===== src/common/mem_bus_pkg.sv =====
/* Shared bus types, index constants and the test utility register map.
   Byte addresses everywhere, and one request per host in flight at a time. */

`default_nettype none

package mem_bus_pkg;

  // Widths that carry a meaning
  typedef logic [31:0] addr_t;
  typedef logic [31:0] data_t;
  typedef logic [3:0]  be_t;
  typedef logic [7:0]  char_t;

  // Offset inside the 1 kB test utility window
  typedef logic [9:0]  tu_off_t;

  // Request payload, qualified by a separate req strobe
  typedef struct packed {
    addr_t addr;
    logic  we;
    be_t   be;
    data_t wdata;
  } bus_req_t;

  // Response, one cycle after the request is accepted
  typedef struct packed {
    logic  rvalid;
    data_t rdata;
    logic  err;
  } bus_rsp_t;

  localparam int unsigned NrHosts   = 3;
  localparam int unsigned NrDevices = 2;

  // Host indices, lowest index wins arbitration
  localparam int unsigned HostTestUtil = 0;
  localparam int unsigned HostCoreI    = 1;
  localparam int unsigned HostCoreD    = 2;

  // Device indices
  localparam int unsigned DevRam      = 0;
  localparam int unsigned DevTestUtil = 1;

  // Test utility window is fixed at 1 kB
  localparam addr_t TestUtilMask = ~addr_t'(32'h3FF);

  // Test utility register offsets
  localparam tu_off_t RegHalt      = 10'h000;
  localparam tu_off_t RegChar      = 10'h004;
  localparam tu_off_t RegDumpStart = 10'h008;
  localparam tu_off_t RegDumpEnd   = 10'h00C;
  localparam tu_off_t RegDumpGo    = 10'h010;

endpackage

`default_nettype wire


===== src/bus/mem_bus.sv =====
/* Fixed-priority bus where host 0 has the highest priority. Devices must answer
   exactly one cycle after their req; unmapped addresses get an error response. */

`default_nettype none

module mem_bus import mem_bus_pkg::*; #(
  parameter int unsigned NrHosts   = 3,
  parameter int unsigned NrDevices = 2
) (
  input  logic     clk_i,
  input  logic     rst_n_i,

  input  logic     host_req_i      [NrHosts],
  input  bus_req_t host_req_data_i [NrHosts],
  output logic     host_gnt_o      [NrHosts],
  output bus_rsp_t host_rsp_o      [NrHosts],

  output logic     dev_req_o       [NrDevices],
  output bus_req_t dev_req_data_o  [NrDevices],
  input  bus_rsp_t dev_rsp_i       [NrDevices],

  input  addr_t    cfg_base_i      [NrDevices],
  input  addr_t    cfg_mask_i      [NrDevices]
);

  localparam int unsigned HostIdxW = (NrHosts > 1) ? $clog2(NrHosts) : 1;
  localparam int unsigned DevIdxW  = (NrDevices > 1) ? $clog2(NrDevices) : 1;

  typedef logic [HostIdxW-1:0] host_idx_t;
  typedef logic [DevIdxW-1:0]  dev_idx_t;

  logic      host_mapped [NrHosts];
  dev_idx_t  host_dev    [NrHosts];

  logic      win_valid;
  logic      win_mapped;
  host_idx_t win_idx;
  dev_idx_t  win_dev;

  logic [NrDevices-1:0] dev_rvalid_vec;

  // Routing info for the response one cycle later
  logic      rsp_valid_q;
  logic      rsp_unmapped_q;
  host_idx_t rsp_host_q;
  dev_idx_t  rsp_dev_q;

  // Base/mask decode per host where the lowest device index wins on overlap
  always_comb begin
    for (int h = 0; h < NrHosts; h++) begin
      host_mapped[h] = 1'b0;
      host_dev[h]    = '0;
      for (int d = NrDevices - 1; d >= 0; d--) begin
        if ((host_req_data_i[h].addr & cfg_mask_i[d]) == cfg_base_i[d]) begin
          host_mapped[h] = 1'b1;
          host_dev[h]    = dev_idx_t'(d);
        end
      end
    end
  end

  // Mapped requests beat unmapped ones; an unmapped host only wins
  // when no mapped host requests this cycle
  always_comb begin
    win_valid  = 1'b0;
    win_mapped = 1'b0;
    win_idx    = '0;
    win_dev    = '0;
    for (int h = 0; h < NrHosts; h++) begin
      if (host_req_i[h] && host_mapped[h] && !(win_valid && win_mapped)) begin
        win_valid  = 1'b1;
        win_mapped = 1'b1;
        win_idx    = host_idx_t'(h);
        win_dev    = host_dev[h];
      end else if (host_req_i[h] && !win_valid) begin
        win_valid  = 1'b1;
        win_mapped = 1'b0;
        win_idx    = host_idx_t'(h);
        win_dev    = '0;
      end
    end
  end

  always_comb begin
    for (int h = 0; h < NrHosts; h++) begin
      host_gnt_o[h] = win_valid && (win_idx == host_idx_t'(h));
    end
  end

  // Only the selected device sees req while every device gets the payload
  always_comb begin
    for (int d = 0; d < NrDevices; d++) begin
      dev_req_o[d]      = win_valid && win_mapped && (win_dev == dev_idx_t'(d));
      dev_req_data_o[d] = host_req_data_i[win_idx];
      dev_rvalid_vec[d] = dev_rsp_i[d].rvalid;
    end
  end

  always_ff @(posedge clk_i) begin
    if (!rst_n_i) begin
      rsp_valid_q    <= 1'b0;
      rsp_unmapped_q <= 1'b0;
      rsp_host_q     <= '0;
      rsp_dev_q      <= '0;
    end else begin
      rsp_valid_q    <= win_valid;
      rsp_unmapped_q <= !win_mapped;
      rsp_host_q     <= win_idx;
      rsp_dev_q      <= win_dev;
    end
  end

  // Steer the device response back or answer unmapped accesses here
  always_comb begin
    for (int h = 0; h < NrHosts; h++) begin
      host_rsp_o[h] = '0;
      if (rsp_valid_q && (rsp_host_q == host_idx_t'(h))) begin
        if (rsp_unmapped_q) begin
          host_rsp_o[h] = '{rvalid: 1'b1, rdata: '0, err: 1'b1};
        end else begin
          host_rsp_o[h] = dev_rsp_i[rsp_dev_q];
        end
      end
    end
  end

  // Devices answer one at a time and exactly one cycle after their req
  a_one_dev_rsp: assert property (@(posedge clk_i) disable iff (!rst_n_i)
    $onehot0(dev_rvalid_vec));

  a_dev_rsp_in_time: assert property (@(posedge clk_i) disable iff (!rst_n_i)
    (rsp_valid_q && !rsp_unmapped_q) |-> dev_rsp_i[rsp_dev_q].rvalid);

endmodule

`default_nettype wire


===== config.mk =====
export PLATFORM = sky130hd
export DESIGN_NAME = mem_bus
export DESIGN_NICKNAME = d
export VERILOG_FILES = /design/src/common/mem_bus_pkg.sv /design/src/bus/mem_bus.sv
export SDC_FILE = /design/constraint.sdc
export NUM_CORES = 1
export LEC_CHECK = 0
export CAP_MARGIN = 20
export CORE_AREA = 2 2 252 254
export CTS_BUF_LIST = sky130_fd_sc_hd__clkbuf_8 sky130_fd_sc_hd__clkbuf_16
export DETAILED_ROUTE_END_ITERATION = 8
export DIE_AREA = 0 0 254 256
export DONT_BUFFER_PORTS = 1
export GPL_TIMING_DRIVEN = 0
export HOLD_SLACK_MARGIN = 0.06
export PLACE_DENSITY_LB_ADDON = 0.05
export SETUP_SLACK_MARGIN = 0.02
export SLEW_MARGIN = 20
export SYNTH_ARGS = -nofsm -noshare
export SYNTH_HDL_FRONTEND = slang
export SYNTH_SLANG_ARGS = --single-unit

===== constraint.sdc =====
create_clock -name clk_i -period 2.9 [get_ports clk_i]
set_clock_uncertainty 0.2 [all_clocks]
set_input_delay 0.145 -clock clk_i [delete_from_list [all_inputs] [get_ports clk_i]]
set_output_delay 0.145 -clock clk_i [all_outputs]
set_load 0.005 [all_outputs]

### Word level (Yosys, flattened, before mapping)

Cells that the tools add are included.

* bits in registers: 5
* logic and storage cells: 89
* output and inout port bits: 245
* input port bits: 408

* bitwise logic cells: 9
* multiplexer cells: 39
* equality and inequality tests: 10
* magnitude comparators: 2
* reductions and logical operators: 25

Operators by type and width (count)
* $mux W34: 7
* $and A32 B32 Y32: 6
* $eq A32 B32 Y1: 6
* $bmux W69 S2: 1
* $mux W69: 2
* $mux W1: 27
* $logic_and A1 B1 Y1: 18
* $logic_not A1 Y1: 5
* $eq A2 B1 Y1 const B: 2
* $eq A2 B2 Y1 const B: 2
* $logic_not A2 Y1: 2
* $mux W2: 2
* $ge A3 B3 Y1 const B: 1
* $not A2 Y3: 1
* $ge A2 B2 Y1 const B: 1
* $not A1 Y2: 1
* $not A1 Y1: 1

### Logic depth before layout (Yosys ltp)

* word-level depth: 18
* mapped depth: 12
* depth with buffers taken out: 8

### Least setup slack after synthesis

OpenSTA, ideal clock, no wires.

* path type: input-to-output
* start point: in host_req_data_i[187] (netlist bit)
* end point: out dev_req_data_o[137] (netlist bit)
* arrival time: 2213 ps
* slack: 342 ps
* stages: 10
* required time: 2555 ps
* cell sequence: a21o_1 a211oi_1 nand4_1 nor4_2 a32oi_1 a31oi_2 buf_2 inv_2 o31ai_1 buf_4

RTL lines
* start: declaration: line mem_bus.sv:14 `input bus_req_t host_req_data_i [NrHosts],`
* end: declaration: line mem_bus.sv:19 `output bus_req_t dev_req_data_o [NrDevices],`

==> results.sh <==
export IMPL_setup_ws_ns=-0.385
export IMPL_status="finished with violations"
export IMPL_dieHeight_um=256
export IMPL_critical_path_class="in -> out"
export IMPL_numClockSinks=5
export IMPL_numCtsBuffers=3
export IMPL_worstSetupEndpointType="primary output"
export IMPL_p_per_area_nw_per_um2=179
export IMPL_period_minus_slack_ns=3.28
export IMPL_instances_no_fill=1840
export IMPL_drtPass1Iterations=5
export IMPL_critPathRequiredTime_ns=2.56
export IMPL_rsz0062_at_grt="true"
export IMPL_grt_pass1_wl_um=75800
export IMPL_nNetsFinal=1402
export IMPL_syn2layout_area_growth_pct=37.5
export IMPL_via_count=7758
export IMPL_final_antenna_net_count=0
export IMPL_preCtsSetupSlack_ns=-2.04
export IMPL_peakVddDrop_mv=0.186
export IMPL_top_level_ports=653
export IMPL_grt_pass1_vias=8021
export IMPL_start_kind="primary input"
export IMPL_worstPathArrival_ns=2.94
export IMPL_hp_start="host_req_i[0]"
export IMPL_final_setup_tns_ns=-27.71
export IMPL_final_common_cell="nor2_1"
export IMPL_cts_htree_levels=1
export IMPL_power_leakage_uw=0.00341
export IMPL_synthTopCellsByArea="a221o_1 11%, xor2_1 9.5%, buf_4 8.4%"
export IMPL_slew_violations=0
export IMPL_layout_worst_path_cycle_share_pct=113
export IMPL_async_flop_share_pct=0
export IMPL_seqCellArea_sq_um=100
export IMPL_die_area_sq_um=65000
export IMPL_crit_fanout=10
export IMPL_fp_dieW_um=254
export IMPL_mostFrequentLayoutCells="111 x nor2_1, 80 x nand2_1, 79 x buf_4"
export IMPL_multi_input_area_sq_um=5930
export IMPL_drive_above_1_share_pct=22.1
export IMPL_max_clock_freq_ghz=0.304
export IMPL_syn_area_sq_um=6350
export IMPL_grt_overflow=0
export IMPL_tightest_slew_ns=0.789
export IMPL_antenna_found_initial=2
export IMPL_cts_tree="built"
export IMPL_cp_startpoint="host_req_data_i[59]"
export IMPL_start_util_pct=10.2
export IMPL_drt_total_wl_um=60000
export IMPL_synth_top_cell_by_area="a221o_1"
export IMPL_numPortBuffers=0
export IMPL_track_usage_pct=17.3
export IMPL_grt_max_degree=11
export IMPL_ys_seq_elements=5
export IMPL_rows=92
export IMPL_syn_inst=951
export IMPL_synth_top_area_share_pct=10.7
export IMPL_drc=0
export IMPL_drv_cap=0
export IMPL_routabilityCongestion=0.807
export IMPL_setup_violations=138
export IMPL_yosys_warnings=0
export IMPL_relSlewSlack_pct=47.4
export IMPL_placed_cell_area_sq_um=7410
export IMPL_clkTransAtPathRegs_ns=0.03
export IMPL_coreArea_sq_um=62400
export IMPL_synth_nets=1359
export IMPL_avgSynthCellArea_sq_um=6.68
export IMPL_min_path_type="in -> reg"
export IMPL_wl_per_cell_um=32.6
export IMPL_nFillCells=7259
export IMPL_final_area_sq_um=8740
export IMPL_ys_seq_area_share_pct=1.58
export IMPL_cts_buffer_depth=2
export IMPL_via_per_inst=4.22
export IMPL_whs_ns=0.165
export IMPL_place_inst=1797
export IMPL_violations="negative setup slack"
export IMPL_cts_root_buf="clkbuf_16"
export IMPL_ys_flop_type="dfxtp_1"
export IMPL_drt_iter0_markers=405
export IMPL_hold_viol_final=0
export IMPL_synth_edf_count=0
export IMPL_synth_cell_types=47
export IMPL_hpwl_um=51000
## cell usage after synthesis (2+ instances only)
cell,instances
nor2b_1,71
nor4_2,3
nand2_1,80
a211oi_1,28
mux2i_1,32
a32oi_1,3
buf_1,3
o22a_1,29
and3b_1,28
nor2_1,111
nand3_1,34
nand3b_1,3
o21ai_0,5
buf_6,3
a21boi_0,28
a22oi_1,3
inv_1,3
a211oi_2,2
a221o_1,68
nor4_1,6
or2_2,32
a21oi_1,60
xnor2_1,5
a21o_1,28
clkbuf_1,14
xor2_1,69
buf_2,17
nand4_1,28
nor3_1,3
buf_4,71
and3_1,61
dfxtp_1,5
## metal layers
metal	GRT usage, %	wire (um)	vias up
met2	34.9	33100	357
li1	-	-	3551
met5	0	0	-
met3	5.33	4760	10
met1	17.8	21700	3840
met4	1.39	460	0
## per-stage QoR
stage | utilization (%) | power [uW]
finish | 14.0 | 1560
global route | 14.0 | 1670
CTS | 13.7 | 1600
detailed placement | 11.9 | 1170
global placement | 11.9 | 1180
floorplan | - | 778
## cell families (layout without fill, tap and decap cells)
group	Yosys count	in the layout	synth area share, %
DFF	5	5	1.58
other	0	1	0
xor gates and xnor gates	74	74	10.2
buffers and inverters	112	154	11.5
and+or+nand+nor	467	467	39.6
AOI/OAI and AO/OA	261	261	32.1
muxes	32	32	5.04
## final cells by class
cell class,instances,share of cell area (%)
inverter,4,0.258
multi-input combinational,834,67.9
timing repair buffer,41,7.35
antenna,1,0.0286
buffer,105,10.3
sequential,5,1.15
clock buffer,3,0.859
clock inverter,1,0.0430
tap,846,12.1
## worst paths after layout
| kind | end | slack [ns] | cells past startpoint |
|---|---|---|---|
| setup / recovery | dev_req_data_o[96] | -0.38 | 13 |
| hold / removal | rsp_unmapped_q | 0.16 | 3 |
## sequential cells by signal, indices dropped and copies added (netlist names)
register,cells
rsp_host_q,2
rsp_unmapped_q,1
rsp_valid_q,1
rsp_dev_q,1
## critical path, cell delays in order
cell and delay (ns):
a21o_1 0.20, a211oi_4 0.39, nand4_1 0.28, nor4_4 0.35
o21a_2 0.25, buf_6 0.13, a221oi_4 0.06, buf_12 0.16
buf_12 0.13, buf_8 0.12, buf_6 0.14, a221o_1 0.41
buf_6 0.16
## power breakdown
group / switching, uW / internal [uW]
Clock: 41.9 / 178
Sequential: 2.92 / 71.9
Combinational: 688 / 581
Total: 733 / 831
## repair_timing
| action | in CTS | in global routing |
|---|---|---|
| endpoints found under the setup margin | 150 | 138 |
| hold endpoints to repair | 5 | 0 |
| gates cloned | 8 | 3 |
| buffers inserted | 23 | 7 |
| hold buffers | 3 | 0 |
| resized for setup | 130 | 28 |
| pin swaps | 76 | 27 |
No activity file was read; power rests on OpenSTA's default activity.
